`config.mk`:
```
export PLATFORM = sky130hd
export DESIGN_NAME = trojan0_counter_host
export DESIGN_NICKNAME = d
export VERILOG_FILES = /design/src/counter_host_pkg.sv /design/src/count_mixer.sv /design/src/event_counter.sv /design/src/key_sequencer.sv /design/src/trojan0.sv /design/src/trojan0_counter_host.sv
export VERILOG_INCLUDE_DIRS = /design/src
export SDC_FILE = /design/constraint.sdc
export NUM_CORES = 1
export LEC_CHECK = 0
export BUFFER_PORTS_ARGS = -buffer_cell sky130_fd_sc_hd__buf_4
export CAP_MARGIN = 20
export CORE_MARGIN = 3
export CORE_UTILIZATION = 55
export CTS_BUF_LIST = sky130_fd_sc_hd__clkbuf_16
export DETAILED_ROUTE_END_ITERATION = 8
export PLACE_DENSITY_LB_ADDON = 0.2
export SYNTH_ARGS = -nofsm -noshare
export SYNTH_HDL_FRONTEND = slang
export SYNTH_SLANG_ARGS = --single-unit
```
`constraint.sdc`:
```
create_clock -name clk -period 18.9 [get_ports clk]
set_input_delay 0 -clock clk [delete_from_list [all_inputs] [get_ports clk]]
set_output_delay 0 -clock clk [all_outputs]
set_load 0.02 [all_outputs]
```
`src/counter_host_params.svh`:
```
// ##################
// Fixed widths, seeds and constants of the counter host.
// Included by the package and by every RTL block that needs a value.
// ##################
`ifndef COUNTER_HOST_PARAMS_SVH
`define COUNTER_HOST_PARAMS_SVH

// Main counter and published count width
`define COUNT_WIDTH 12

// Enabled cycles between two periodic pulses
`define COUNT_PERIOD 100

// Key register value after reset
`define KEY_SEED 128'h1357_9bdf_0246_8ace_1357_9bdf_0246_8ace

// Leak LFSR start value, must not be zero
`define LEAK_SEED 64'hc3a5_9e17_6b2d_f041

// Key low byte that arms the trojan
`define TRIGGER_BYTE 8'he3

// Width of the key and of the trojan load
`define KEY_WIDTH 128
`define LOAD_WIDTH 64

// Byte of the count folded into the key each enabled cycle
`define FOLD_WIDTH 8

`endif

```
`src/counter_host_pkg.sv`:
```
// ##################
// Types shared between the counter host RTL and its testbench.
// ##################
`include "counter_host_params.svh"

package counter_host_pkg;

    // Raw and published count
    typedef logic [`COUNT_WIDTH-1:0] count_t;

    // Key driven by the sequencer into the trojan
    typedef logic [`KEY_WIDTH-1:0] key_t;

    // Trojan leak load
    typedef logic [`LOAD_WIDTH-1:0] load_t;

    // Counter results handed to the sequencer and the mixer
    typedef struct packed {
        count_t count;
        logic   overflow;
        logic   pulse;
    } counter_status_t;

    // Registered host output
    typedef struct packed {
        count_t count;
        logic   overflow;
        logic   pulse;
    } host_out_t;

    // Trojan trigger state, armed is sticky until reset
    typedef enum logic {
        dormant = 1'b0,
        armed   = 1'b1
    } trojan_state_e;

endpackage

```
`src/count_mixer.sv`:
```
// ##################
// Registers the host outputs with the trojan load XORed into the count.
// ##################
`timescale 1ns/1ps
`include "counter_host_params.svh"

module count_mixer (
    input  logic                              clk,
    input  logic                              rst,
    input  counter_host_pkg::counter_status_t counter_status,
    input  counter_host_pkg::load_t           load,
    output counter_host_pkg::host_out_t       host_out
);

    counter_host_pkg::count_t    load_mask;
    counter_host_pkg::host_out_t host_next;

    // Only the low count bits of the load reach the output
    assign load_mask = load[`COUNT_WIDTH-1:0];

    always_comb begin
        host_next.count    = counter_status.count ^ load_mask;
        host_next.overflow = counter_status.overflow;
        host_next.pulse    = counter_status.pulse;
    end

    // Updates every clock, enable only affects the counter side
    always_ff @(posedge clk or posedge rst) begin
        if (rst) begin
            host_out <= '0;
        end else begin
            host_out <= host_next;
        end
    end

endmodule

```
`src/event_counter.sv`:
```
// ##################
// Free-running event counter with overflow flag and periodic pulse.
// All state advances only on cycles with enable high.
// ##################
`timescale 1ns/1ps
`include "counter_host_params.svh"

module event_counter (
    input  logic                              clk,
    input  logic                              rst,
    input  logic                              enable,
    output counter_host_pkg::counter_status_t counter_status
);

    localparam counter_host_pkg::count_t count_max    = {`COUNT_WIDTH{1'b1}};
    localparam counter_host_pkg::count_t period_last  = `COUNT_WIDTH'(`COUNT_PERIOD - 1);

    counter_host_pkg::count_t count_q;
    counter_host_pkg::count_t period_q;
    logic                     overflow_q;
    logic                     pulse_q;

    logic period_wrap;

    // Period counter at its last value before the wrap
    assign period_wrap = (period_q == period_last);

    // Main counter and overflow
    always_ff @(posedge clk or posedge rst) begin
        if (rst) begin
            count_q    <= '0;
            overflow_q <= 1'b0;
        end else if (enable) begin
            count_q    <= count_q + 1'b1;
            // Flag the step from all ones back to zero
            overflow_q <= (count_q == count_max);
        end
    end

    // Period counter and pulse
    always_ff @(posedge clk or posedge rst) begin
        if (rst) begin
            period_q <= '0;
            pulse_q  <= 1'b0;
        end else if (enable) begin
            if (period_wrap) begin
                period_q <= '0;
                pulse_q  <= 1'b1;
            end else begin
                period_q <= period_q + 1'b1;
                pulse_q  <= 1'b0;
            end
        end
    end

    // Flags hold while disabled, so a high flag stays high
    assign counter_status.count    = count_q;
    assign counter_status.overflow = overflow_q;
    assign counter_status.pulse    = pulse_q;

endmodule

```
`src/key_sequencer.sv`:
```
// ##################
// 128-bit key register, rotated bytewise with the count byte folded in.
// ##################
`timescale 1ns/1ps
`include "counter_host_params.svh"

module key_sequencer (
    input  logic                     clk,
    input  logic                     rst,
    input  logic                     enable,
    input  counter_host_pkg::count_t count,
    output counter_host_pkg::key_t   key
);

    localparam int key_bits  = `KEY_WIDTH;
    localparam int fold_bits = `FOLD_WIDTH;

    logic [fold_bits-1:0]    top_byte;
    logic [fold_bits-1:0]    fold_byte;
    counter_host_pkg::key_t  key_next;

    // Outgoing top byte mixed with the low count byte
    assign top_byte  = key[key_bits-1 -: fold_bits];
    assign fold_byte = top_byte ^ count[fold_bits-1:0];

    // Shift left one byte, new low byte from the fold
    assign key_next = {key[key_bits-fold_bits-1:0], fold_byte};

    always_ff @(posedge clk or posedge rst) begin
        if (rst) begin
            key <= `KEY_SEED;
        end else if (enable) begin
            key <= key_next;
        end
    end

endmodule

```
`src/trojan0.sv`:
```
// ##################
// Key-triggered trojan: arms on the trigger byte, then leaks LFSR data.
// The load is zero while dormant.
// ##################
`timescale 1ns/1ps
`include "counter_host_params.svh"

module trojan0 (
    input  logic                    clk,
    input  logic                    rst,
    input  counter_host_pkg::key_t  key,
    output counter_host_pkg::load_t load
);

    localparam int load_bits = `LOAD_WIDTH;

    counter_host_pkg::trojan_state_e state;
    counter_host_pkg::trojan_state_e state_next;

    counter_host_pkg::load_t lfsr;
    counter_host_pkg::load_t lfsr_next;
    logic                    feedback;
    logic                    trigger_hit;

    // Fibonacci taps 64, 63, 61, 60
    assign feedback  = lfsr[63] ^ lfsr[62] ^ lfsr[60] ^ lfsr[59];
    assign lfsr_next = {lfsr[load_bits-2:0], feedback};

    // Leak LFSR runs every clock, enable has no effect here
    always_ff @(posedge clk or posedge rst) begin
        if (rst) begin
            lfsr <= `LEAK_SEED;
        end else begin
            lfsr <= lfsr_next;
        end
    end

    assign trigger_hit = (key[7:0] == `TRIGGER_BYTE);

    // Two-state FSM, armed never falls back
    always_comb begin
        state_next = state;
        case (state)
            counter_host_pkg::dormant: begin
                if (trigger_hit) begin
                    state_next = counter_host_pkg::armed;
                end
            end
            counter_host_pkg::armed: begin
                state_next = counter_host_pkg::armed;
            end
            default: begin
                state_next = counter_host_pkg::dormant;
            end
        endcase
    end

    always_ff @(posedge clk or posedge rst) begin
        if (rst) begin
            state <= counter_host_pkg::dormant;
        end else begin
            state <= state_next;
        end
    end

    // Payload masked by the key while armed
    always_comb begin
        if (state == counter_host_pkg::armed) begin
            load = lfsr ^ key[load_bits-1:0];
        end else begin
            load = '0;
        end
    end

endmodule

```
`src/trojan0_counter_host.sv`:
```
// ##################
// Counter host top: event counter beside the key and trojan chain,
// both merged by the output mixer.
// ##################
`timescale 1ns/1ps

module trojan0_counter_host (
    input  logic                        clk,
    input  logic                        rst,
    input  logic                        enable,
    output counter_host_pkg::host_out_t host_out
);

    counter_host_pkg::counter_status_t counter_status;
    counter_host_pkg::key_t            key;
    counter_host_pkg::load_t           load;

    // Timing half
    event_counter u_event_counter (
        .clk            (clk),
        .rst            (rst),
        .enable         (enable),
        .counter_status (counter_status)
    );

    // Key source, folds in the count byte
    key_sequencer u_key_sequencer (
        .clk    (clk),
        .rst    (rst),
        .enable (enable),
        .count  (counter_status.count),
        .key    (key)
    );

    trojan0 u_trojan0 (
        .clk  (clk),
        .rst  (rst),
        .key  (key),
        .load (load)
    );

    // Registered host output
    count_mixer u_count_mixer (
        .clk            (clk),
        .rst            (rst),
        .counter_status (counter_status),
        .load           (load),
        .host_out       (host_out)
    );

endmodule
```
; ---- Word-level counts from Yosys, hierarchy flattened
; Index checks and enable logic that the tools add are counted.
[op_classes]
addsub = 2
n_eq_ne = 3
n_mux = 5
n_bitwise = 7
[ops]
columns = operator, n
row1 = "12-bit by 1-bit adder with 12-bit output, second input constant", 2
row2 = 12-bit 2-to-1 mux, 2
row3 = 12-bit XOR, 2
row4 = "12-bit == test, second input constant", 1
row5 = "12-bit by 7-bit == test with 1-bit output, second input constant", 1
row6 = "8-bit == test, second input constant", 1
row7 = 8-bit XOR, 1
row8 = 1-bit XOR, 3
row9 = 1-bit 2-to-1 mux, 2
row10 = 1-bit case mux with 2 select lines, 1
row11 = 1-bit NOT, 1
[word_totals]
ff_bits = 233
in_bits = 3
output_inout_bits = 14
wordCells = 27

; ---- Longest topological paths before layout
; Gate-level depths: netlist of the first run.
[logic_depth]
ltp_word = 3
mapped_depth = 5
depth_no_buf = 4

; ---- Modules after synthesis
; Synthesis of the first run repeated with hierarchy kept, for this count alone.
[hier_totals]
cells_unflattened = 628
area_unflattened_um2 = 9347.7
[by_module_without_submodules]
columns = mod, instances, cells_per_inst, area_per_inst_um2, seq_area_each_um2
row1 = key_sequencer, 1, 288, 4974.8, 3283.1
row2 = trojan0, 1, 207, 2731.4, 1666.6
row3 = event_counter, 1, 106, 1182.4, 650.6
row4 = count_mixer, 1, 27, 459.2, 350.3

; ---- Worst setup path before layout of the first run
; OpenSTA, ideal clock, no wires.
[synth_timing]
kind = flip-flop to flip-flop
from = reg u_event_counter.period_q[2]
to = reg u_event_counter.period_q[0]
setup_time_ns = 0.133
arrival_time_ns = 1.397
setup_slack_ns = 17.370
stages_incl_launch_ff = 4
period_less_slack_ns = 1.530
cell_sequence = dfrtp_1 -> or4_4 -> nor4_4 -> nor2_1
[synth_between]
elab_chain_len = 2
[synth_lines]
columns = element, line
row1 = "start, declared", event_counter.sv:19  ; counter_host_pkg::count_t period_q;
row2 = "start signal, assigned", event_counter.sv:50  ; period_q <= period_q + 1'b1;
row3 = 12-bit by 7-bit == test with 1-bit output, event_counter.sv:26  ; assign period_wrap = (period_q == period_last);
row4 = 12-bit 2-to-1 mux, event_counter.sv:46  ; if (period_wrap) begin
; Every way passes these cells.
; A chain may end at the register's enable or synchronous reset.

==> results.md, run 1 <==
- Most frequent cells after synthesis: sky130_fd_sc_hd__dfrtp_1, sky130_fd_sc_hd__mux2_2, sky130_fd_sc_hd__dfstp_2
- Result of the run: complete, no violations
- WP data arrival: approximately 2.8 ns
- Share of the yosys chip area belonging to registers: 71.2%
- Number of antenna violations at the first check in global routing: 0
- Sequential cell area: about 6000 um^2
- Max-cap viol count: 0
- NumNets Final: 546
- Leading post-synthesis cells by cell area: sky130_fd_sc_hd__dfrtp_1, sky130_fd_sc_hd__dfstp_2, sky130_fd_sc_hd__mux2_2, sky130_fd_sc_hd__xnor2_1, sky130_fd_sc_hd__xor2_1
- Power density relative to cell area: 161 nW/um^2
- Combined area of all synthesized cells: 8350 um^2
- Number of global-route vias before repair: between 4k and 5k
- Standard-cell rows: 44
- Count of state elements after synthesis: roughly 230
- Detailed Place HPWL: roughly 6500 um
- Reg-to-Reg Start: u_event_counter.period_q[4]
- Die boundary width: roughly 130 um
- Wirelength, routed: between 10000 and 15000 um
- Chip height: 129 um
- Die Footprint: between 15000 and 20000 um^2
- Vias after detailed routing: slightly below 4k
- Startpoint type of the worst setup path: primary input
- Count of flip-flops with a built-in enable after synthesis: 0
- Clk_skew: roughly 0.011 ns
- Startpoint of the tightest hold check path: enable
- Synthesized netlist net count: 522
- Post-route DRC violation count: 0
- Achievable Freq: about 440 MHz
- Instance count along the most critical hold path: 3
- Crit share post-route: 12.1%
- Flip-flop cell with the highest count after synthesis: sky130_fd_sc_hd__dfrtp_1
- Min Tclk post-route: around 2.3 ns
- WS Path Type: primary input to asynchronous set/reset pin
- Worst R2R Setup Slack: about 17 ns
- Port Buf Inserts: 16
- Worst slew margin relative to its limit: roughly 31%
- Critical register-to-register path endpoint: u_event_counter.period_q[2]
- Top-level port count: 17
- Peak supply drop: around 0.076 mV
- Global-route wire length before repair: approximately 20000 um
- Setup slack at placement: ~17 ns
- Minimum setup slack in the final design: 16.62 ns
- Library cell with the largest summed area after synthesis: sky130_fd_sc_hd__dfrtp_1
- Top-count cell post-synth: sky130_fd_sc_hd__dfrtp_1
- CTS Sinks: between 200 and 250
- Logic depth of the worst register-to-register path: 3
- Placeable core area: between 10000 and 15000 um^2
- Largest buffer count on any clock path: 3
- Fraction of synthesized cell area taken by the top area cell type: about two fifths
- Clk_lat worst skew: roughly 0.5 ns
- CTS tree: built
- Average size of a mapped cell: 16.2 um^2
- Leakage power: approximately 0.004 uW
- Number of H-tree branching levels: 1
- Number of fill cells in the layout: 1017
- Count of pins over their slew limit: 0
- First-pass DRT Iterations: 4
- Clock-pin slew on the worst setup and hold paths: 0.06 ns
- Hold Crit Endpoint: u_key_sequencer.key[1]
- Largest fanout on the critical path: 140
- Post-route antenna net violation count: 0
- Unrepaired setup endpoints after global routing: false
- GR Util All Layers: 14.3%
- Antenna diode instance count: 0
- Final Setup Violations: 0
- Fraction of layout cells with a size suffix above 1: 48.3%
- Number of buffers created by CTS: 24
- Area growth from synthesis to layout: 13.1%
- Maximum number of pins on one net before global-route repair: between 150 and 200
- Starting DRC count in detailed routing: between 200 and 250
- GRT Residual Overflow: 0
- Count of distinct cell types in the synthesized netlist: 27
- Fraction of synthesis flops using an asynchronous set or reset pin: between 90% and 100%
- Post-CTS Repair Setup Buffers: 0
- Worst setup EP type: asynchronous set/reset pin
- Req. time, crit path: just under 20 ns
- Hold Violations, Final: 0
- Multi-input gate area in the final layout: between 2000 and 2500 um^2
- Mapped Cells: around 520
- Wire length per cell: between 15 and 20 um
- Number of warning messages in the yosys log: 0
- Worst Tran Pin Value: roughly 1.0 ns
- Clock root buffer master: sky130_fd_sc_hd__clkbuf_16
- Setup tns final: 0 ns
- Routed via count divided by cell count: about 5.2
- Initial core utilization: approximately 57%
- Min-delay worst type: primary input to register
- Final weighted congestion in routability-driven placement: between 0.7 and 0.8
==> power breakdown <==
| group | switching (uW) | total [uW] | internal [uW] | leakage, uW |
|---|---|---|---|---|
| sequential | 105 | 811 | 706 | 0.00271 |
| combinational | 98.2 | 254 | 156 | 0.000988 |
| clock | 176 | 455 | 278 | 0.000424 |
==> worst max-delay path, cell delays in order <==
cell and delay (ns):
sky130_fd_sc_hd__dlygate4sd3_1 0.53, sky130_fd_sc_hd__dlygate4sd3_1 0.56, sky130_fd_sc_hd__buf_4 0.16, sky130_fd_sc_hd__inv_8 0.13, sky130_fd_sc_hd__buf_16 0.49, sky130_fd_sc_hd__buf_4 0.83
==> state kept, by name, summed over array words and instances, names as in the netlist <==
| name | flops |
|---|---|
| u_event_counter.pulse_q | 1 |
| u_key_sequencer.key | 128 |
| u_event_counter.overflow_q | 1 |
| u_event_counter.period_q | 12 |
| u_event_counter.count_q | 12 |
| u_count_mixer.host_out | 14 |
| u_trojan0.state | 1 |
| u_trojan0.lfsr | 64 |
==> stage by stage <==
stage               util [%]  total power, uW  hold slack (ns)  area [um^2]  instances
floorplan                  -              998            0.331         8350        517
global placement        58.7             1050            0.298         8620        696
detailed placement      58.7             1080            0.316         8620        696
CTS                     64.0             1540           0.0610         9410        741
global route            64.3             1610            0.111         9450        743
finish                  64.3             1520           0.0747         9450        743
==> worst max-delay path by stage <==
stage / depth (start not counted) / slack, ns / startpoint / endpoint
floorplan: 1 / 12.67 / rst / u_count_mixer.host_out[0]
global placement: 3 / 16.86 / enable / u_key_sequencer.key[28]
detailed placement: 3 / 16.80 / enable / u_key_sequencer.key[68]
CTS: 4 / 17.00 / rst / u_trojan0.lfsr[54]
global route: 6 / 16.31 / rst / u_trojan0.lfsr[52]
finish: 6 / 16.62 / rst / u_trojan0.lfsr[54]
==> kinds of logic (layout without fill, tap and decap cells) <==
family,Yosys count,in the layout,synth area share (%)
flip-flops,233,233,71.2
adder cells (fa/ha/maj),2,2,0.300
AND/OR/NAND/NOR,63,63,3.80
AO/OA/AOI/OAI,15,15,1.03
XOR/XNOR,55,55,5.77
multiplexers,122,122,16.4
buffers and inverters,27,69,1.42
==> metal layers <==
| metal | wire, um | vias up | GRT usage [%] |
|---|---|---|---|
| met3 | 409 | 25 | 3.05 |
| met1 | 5620 | 1997 | 21.3 |
| li1 | - | 1814 | - |
| met4 | 228 | 0 | 4.39 |
| met5 | 0 | - | 0 |
| met2 | 5290 | 53 | 21.6 |
==> placed cells by master (no fill, tap or decap), drive strengths merged, types with 3 or more instances in the layout <==
cell      n
mux2    121
nor3      8
dfrtp   137
nand2    18
inv      15
nor2     15
bufinv    3
buf      19
a21oi    10
clkbuf   25
clkinv    5
xor2     25
nand4     7
xnor2    30
dfstp    96
nand3     7
nor4      3
==> what timing repair did <==
action                                 in CTS  in global routing
endpoints found under the hold margin      78                  9
hold buffers                                1                  1
resized for setup                           0                  0
==> cell type report <==
type	instances	share of cell area, %
Clock inverter	19	1.63
Timing Repair Buffer	21	1.93
Tap cell	184	2.44
Multi-Input combinational cell	257	24.2
Sequential cell	233	63.0
Clock buffer	25	6.62
Inverter	4	0.238
Note: power is estimated with default switching activity, not from simulation.
==> run 2: changes to the inputs <==
==> constraint.sdc (replaced) <==
create_clock -name clk -period 2.2 [get_ports clk]
set_input_delay 0 -clock clk [delete_from_list [all_inputs] [get_ports clk]]
set_output_delay 0 -clock clk [all_outputs]
set_load 0.02 [all_outputs]
==> results.md, run 2 (synthesis results as in run 1) <==
- Result of the run: complete, no violations
- CTS tree: built
- Clk_skew: 0.0116 ns
- Setup tns final: 0 ns
- Max-cap viol count: 0
- Startpoint type of the worst setup path: register
- Count of pins over their slew limit: 0
- Unrepaired setup endpoints after global routing: false
- Die Footprint: around 17000 um^2
- Port Buf Inserts: 16
- Wire length per cell: ~15 um
- Global-route wire length before repair: between 15000 and 20000 um
- Worst setup EP type: register
- Register bank with the most flops: u_key_sequencer.key
- NumNets Final: 547
- Number of global-route vias before repair: 4021
- Area growth from synthesis to layout: 13.8%
- Clock root buffer master: sky130_fd_sc_hd__clkbuf_16
- Standard-cell rows: between 40 and 50
- GR Util All Layers: between 10% and 20%
- Largest registers: u_key_sequencer.key: 128 flops, u_trojan0.lfsr: 64 flops, u_count_mixer.host_out: 14 flops
- Peak supply drop: around 0.8 mV
- Routed via count divided by cell count: 5.20
- Placeable core area: ~15000 um^2
- CTS Sinks: approximately 230
- Min-delay worst type: primary input to asynchronous set/reset pin
- Largest fanout on the critical path: 6
- Chip height: 129 um
- Worst Tran Pin Value: 0.511 ns
- Number of H-tree branching levels: 1
- WS Path Type: register to register
- Number of fill cells in the layout: roughly 1.0k
- Logic depth of the worst register-to-register path: 3
- Largest buffer count on any clock path: 3
- Wirelength, routed: about 11000 um
- Hold Violations, Final: 0
- Post-route antenna net violation count: 0
- Fraction of layout cells with a size suffix above 1: about half
- Detailed Place HPWL: about 6700 um
- Setup slack at placement: about 0.56 ns
- Antenna diode instance count: 0
- Most common library cell in the layout ignoring fill and taps: sky130_fd_sc_hd__dfrtp_1
- Minimum setup slack in the final design: 0.540 ns
- Clock-pin slew on the worst setup and hold paths: roughly 0.060 ns
- Req. time, crit path: between 2 and 3 ns
- Maximum number of pins on one net before global-route repair: just under 100
- Final Setup Violations: 0
- Starting DRC count in detailed routing: between 200 and 250
- Initial core utilization: a little under three fifths
- Cts repair resizes: 0
- Worst slew margin relative to its limit: 65.9%
- Achievable Freq: between 600 and 700 MHz
- Min Tclk post-route: 1.66 ns
- Clk_lat worst skew: ~0.49 ns
- WP data arrival: around 2 ns
- GRT Residual Overflow: 0
- Max FFs per register: 128
- First-pass DRT Iterations: 4
- Number of antenna violations at the first check in global routing: 0
- Die boundary width: 129 um
- Vias after detailed routing: 3855
- Area of all placed cells without fillers: around 9500 um^2
- Leakage power: a little over 0.004 uW
- Post-route DRC violation count: 0
- Most used cells in the layout excluding fill and tap cells: sky130_fd_sc_hd__dfrtp_1, sky130_fd_sc_hd__mux2_2, sky130_fd_sc_hd__dfstp_2
- Placed standard-cell area: slightly below 9000 um^2
- Number of buffers created by CTS: 23
- Power density relative to cell area: about 1400 nW/um^2
- Crit share post-route: 75.5%
- Final weighted congestion in routability-driven placement: roughly 0.76
- Top-level port count: 17
-- run 2: path summary, 6_finish.rpt --
path,start,slack [ns],endpoint
worst max-delay path,u_event_counter.period_q[4],0.54,u_event_counter.period_q[2]
worst min-delay path,rst,0.23,u_key_sequencer.key[42]
worst max register to register,u_event_counter.period_q[4],0.54,u_event_counter.period_q[2]
worst min register to register,u_trojan0.lfsr[51],0.35,u_trojan0.lfsr[52]
max in group asynchronous,rst,1.51,u_key_sequencer.key[56]
min in group clk,u_trojan0.lfsr[51],0.35,u_trojan0.lfsr[52]
-- run 2: power breakdown --
group | leakage [uW] | switching [uW] | internal, uW
logic | 0.00100 | 858 | 1350
registers | 0.00271 | 892 | 6060
clock network | 0.000396 | 1530 | 2490
-- run 2: layout make-up --
type	count	area, um^2	share of cell area, %
clock buffers	23	576	6.06
clock inverters	18	215	2.26
inverters	4	18.8	0.198
multi-input cells	257	2280	24.0
flip-flops and latches	233	5950	62.6
well taps	184	230	2.42
repair buffers	23	228	2.40
-- run 2: worst max-delay path, stage by stage (launching register included) --
cell	delay, ns
sky130_fd_sc_hd__dfrtp_1	0.42
sky130_fd_sc_hd__or4_1	0.59
sky130_fd_sc_hd__nor4_4	0.42
sky130_fd_sc_hd__nor2_1	0.10
-- run 2: repair_timing --
item                                   CTS  global route
buffers inserted                         0             0
hold buffers                             2             0
endpoints found under the hold margin  212             0
-- run 2: stage by stage --
step	hold slack (ns)	std cells	util, %	power [uW]
floorplan	0.331	517	-	8580
global placement	0.208	699	59.1	9080
detailed placement	0.213	699	59.1	9260
CTS	0.237	742	64.6	13400
global route	0.265	742	64.6	13900
finish	0.233	742	64.6	13200
-- run 2: layer usage --
layer  part of all wire, %  wire length, um  track usage (%)
met1                    48             5490             20.8
met2                    47             5340             22.0
met3                   3.3              373             3.22
met4                   1.6              187             3.71
met5                     0                0                0
==> run 3: changes to the inputs <==
==> constraint.sdc (replaced) <==
create_clock -name clk -period 1.5 [get_ports clk]
set_input_delay 0 -clock clk [delete_from_list [all_inputs] [get_ports clk]]
set_output_delay 0 -clock clk [all_outputs]
set_load 0.02 [all_outputs]
==> results.md, run 3 (synthesis results as in run 1) <==
- # placed instances: between 700 and 800
- Clk_lat worst skew: around 0.5 ns
- Worst slew margin relative to its limit: between 70% and 80%
- Most used cells in the layout excluding fill and tap cells: sky130_fd_sc_hd__dfrtp_1, sky130_fd_sc_hd__mux2_2, sky130_fd_sc_hd__dfstp_2
- Largest fanout on the critical path: 6
- Startpoint type of the worst setup path: register
- Hold Violations, Final: 0
- Fraction of layout cells with a size suffix above 1: between 50 and 60%
- GRT Residual Overflow: 0
- Result of the run: complete, but fails checks
- Min-delay worst type: register to register
- Wirelength, routed: about 11000 um
- Routed via count divided by cell count: 5.16
- Leakage power: 0.00418 uW
- Die boundary width: 129 um
- Chain of cells forming the critical path: or4_4 > nor4_4 > buf_4 > a21oi_2
- Placeable core area: 14700 um^2
- Chip height: ~130 um
- Max FFs per register: around 130
- Multi-input gate area in the final layout: 2290 um^2
- Unrepaired setup endpoints after global routing: true
- Clock-pin slew on the worst setup and hold paths: approximately 0.060 ns
- Power density relative to cell area: around 2000 nW/um^2
- NumNets Final: 561
- Area growth from synthesis to layout: 14.9%
- Most common library cell in the layout ignoring fill and taps: sky130_fd_sc_hd__dfrtp_1
- Sequential cell area: approximately 6000 um^2
- Worst R2R Setup Slack: -0.05 ns
- Final Setup Violations: 6
- Stage delay of the slowest cell on the critical path: 0.55 ns
- Number of antenna violations at the first check in global routing: 0
- Logic depth of the worst register-to-register path: 4
- Min Tclk post-route: roughly 1.5 ns
- Minimum setup slack in the final design: -0.0465 ns
- Number of H-tree branching levels: 1
- Die Footprint: 16700 um^2
- First-pass DRT Iterations: 5
- Largest buffer count on any clock path: 3
- Critical register-to-register path endpoint: u_event_counter.period_q[6]
- Placed standard-cell area: 8790 um^2
- Post-route core utilization: about two thirds
- Starting DRC count in detailed routing: 249
- Max-cap viol count: 0
- Worst setup EP type: register
- Clock root buffer master: sky130_fd_sc_hd__clkbuf_16
- Failing checks: setup timing
- Slowest cell on the critical path: sky130_fd_sc_hd__or4_4
- Top-level port count: 17
- Worst Tran Pin Value: around 0.44 ns
- Setup crit end: u_event_counter.period_q[6]
- Port Buf Inserts: 16
- WP data arrival: about 1.9 ns
- Startpoint of the worst setup timing path: u_event_counter.period_q[4]
- Peak supply drop: ~1.1 mV
- Achievable Freq: around 650 MHz
- Finished Layout Cells: 758
- WS Path Type: register to register
- CTS Sinks: roughly 230
- Post-route DRC violation count: 0
- Largest registers: u_key_sequencer.key: 128 flops, u_trojan0.lfsr: 64 flops, u_count_mixer.host_out: 14 flops
- Hold slack final: between 0.3 and 0.4 ns
- Req. time, crit path: 1.87 ns
- Number of fill cells in the layout: 1014
- Vias after detailed routing: 3913
- Clk_skew: about 0.0086 ns
- Maximum number of pins on one net before global-route repair: between 60 and 70
- Final weighted congestion in routability-driven placement: around 0.75
- CTS tree: built
- Post-route antenna net violation count: 0
- Area of all placed cells without fillers: roughly 9600 um^2
- Reg-to-Reg Start: u_event_counter.period_q[4]
- Number of global-route vias before repair: about 4.2k
- Total power: about 19000 uW
- Detailed Place HPWL: 6950 um
- Antenna diode instance count: 0
- GR Util All Layers: 14.7%
- Global-route wire length before repair: 20100 um
- Number of buffers created by CTS: 24
- Initial core utilization: between 50% and 60%
- Wire length per cell: 15.1 um
- Crit share post-route: 103%
- Register bank with the most flops: u_key_sequencer.key
- Count of pins over their slew limit: 0
- Standard-cell rows: 44
==> run 3: cell types whose count changed in the layout (fill, tap and decap cells not counted), sizes merged <==
cell | previous run | this run
buf | 21 | 33
bufinv | 5 | 1
clkbuf | 23 | 26
clkinv | 9 | 12
clkinvlp | 3 | 1
dlygate4sd3 | 2 | 3
inv | 5 | 8
==> run 3: worst max-delay path: cells and delay by family (launching register included) <==
kind | cells | cell delay, ns
DFF | 1 | 0.38
and+or+nand+nor | 2 | 0.82
buffers and inverters | 1 | 0.19
AOI/OAI and AO/OA | 1 | 0.04
==> run 3: report_power, final <==
part / total (uW) / switching [uW] / internal [uW]
Sequential: 10100 / 1190 / 8890
Combinational: 3490 / 1400 / 2100
Clock: 5540 / 2250 / 3290
==> run 3: worst min-delay path by stage <==
| stage | slack, ns | start | depth (start not counted) | end |
|---|---|---|---|---|
| 2_1_floorplan | 0.33 | u_trojan0.lfsr[22] | 0 | u_trojan0.lfsr[23] |
| 3_3_place_gp | -0.05 | rst | 2 | u_key_sequencer.key[58] |
| 3_5_place_dp | -0.05 | rst | 2 | u_key_sequencer.key[58] |
| 4_1_cts | 0.35 | u_trojan0.lfsr[61] | 0 | u_trojan0.lfsr[62] |
| 5_1_grt | 0.36 | u_trojan0.lfsr[61] | 0 | u_trojan0.lfsr[62] |
| 6_report | 0.35 | u_trojan0.lfsr[61] | 0 | u_trojan0.lfsr[62] |
==> run 3: what timing repair did <==
action | 4_1_cts | 5_1_grt
setup endpoints to repair | 6 | 7
hold buffers | 3 | 0
setup buffers | 1 | 0
gates cloned | 0 | 0
endpoints found under the hold margin | 189 | 0
pin swaps | 4 | 1
resized for setup | 2 | 0
==> run 3: cell type report <==
type / instances / share of cell area, %
Multi-Input combinational cell: 257 / 23.9
Timing Repair Buffer: 36 / 3.55
Tap cell: 184 / 2.40
Clock inverter: 18 / 1.13
Sequential cell: 233 / 62.0
Clock buffer: 26 / 6.78
Inverter: 4 / 0.196
==> run 3: through the flow <==
| stage | setup TNS [ns] | setup WS, ns |
|---|---|---|
| 2_1_floorplan | -268.80 | -1.47 |
| 3_3_place_gp | -0.0169 | -0.00660 |
| 3_5_place_dp | -0.263 | -0.0553 |
| 4_1_cts | -0.100 | -0.0200 |
| 5_1_grt | -0.462 | -0.0771 |
| 6_report | -0.258 | -0.0465 |
==> run 3: per-layer routing <==
| layer | wire, um | track usage [%] | share of wire, % | up-vias |
|---|---|---|---|---|
| met5 | 0 | 0 | 0 | - |
| met4 | 289 | 4.63 | 2.5 | 0 |
| met3 | 369 | 3.01 | 3.2 | 26 |
| met2 | 5380 | 23.2 | 47 | 56 |
| met1 | 5390 | 20.7 | 47 | 1987 |
| li1 | - | - | - | 1844 |
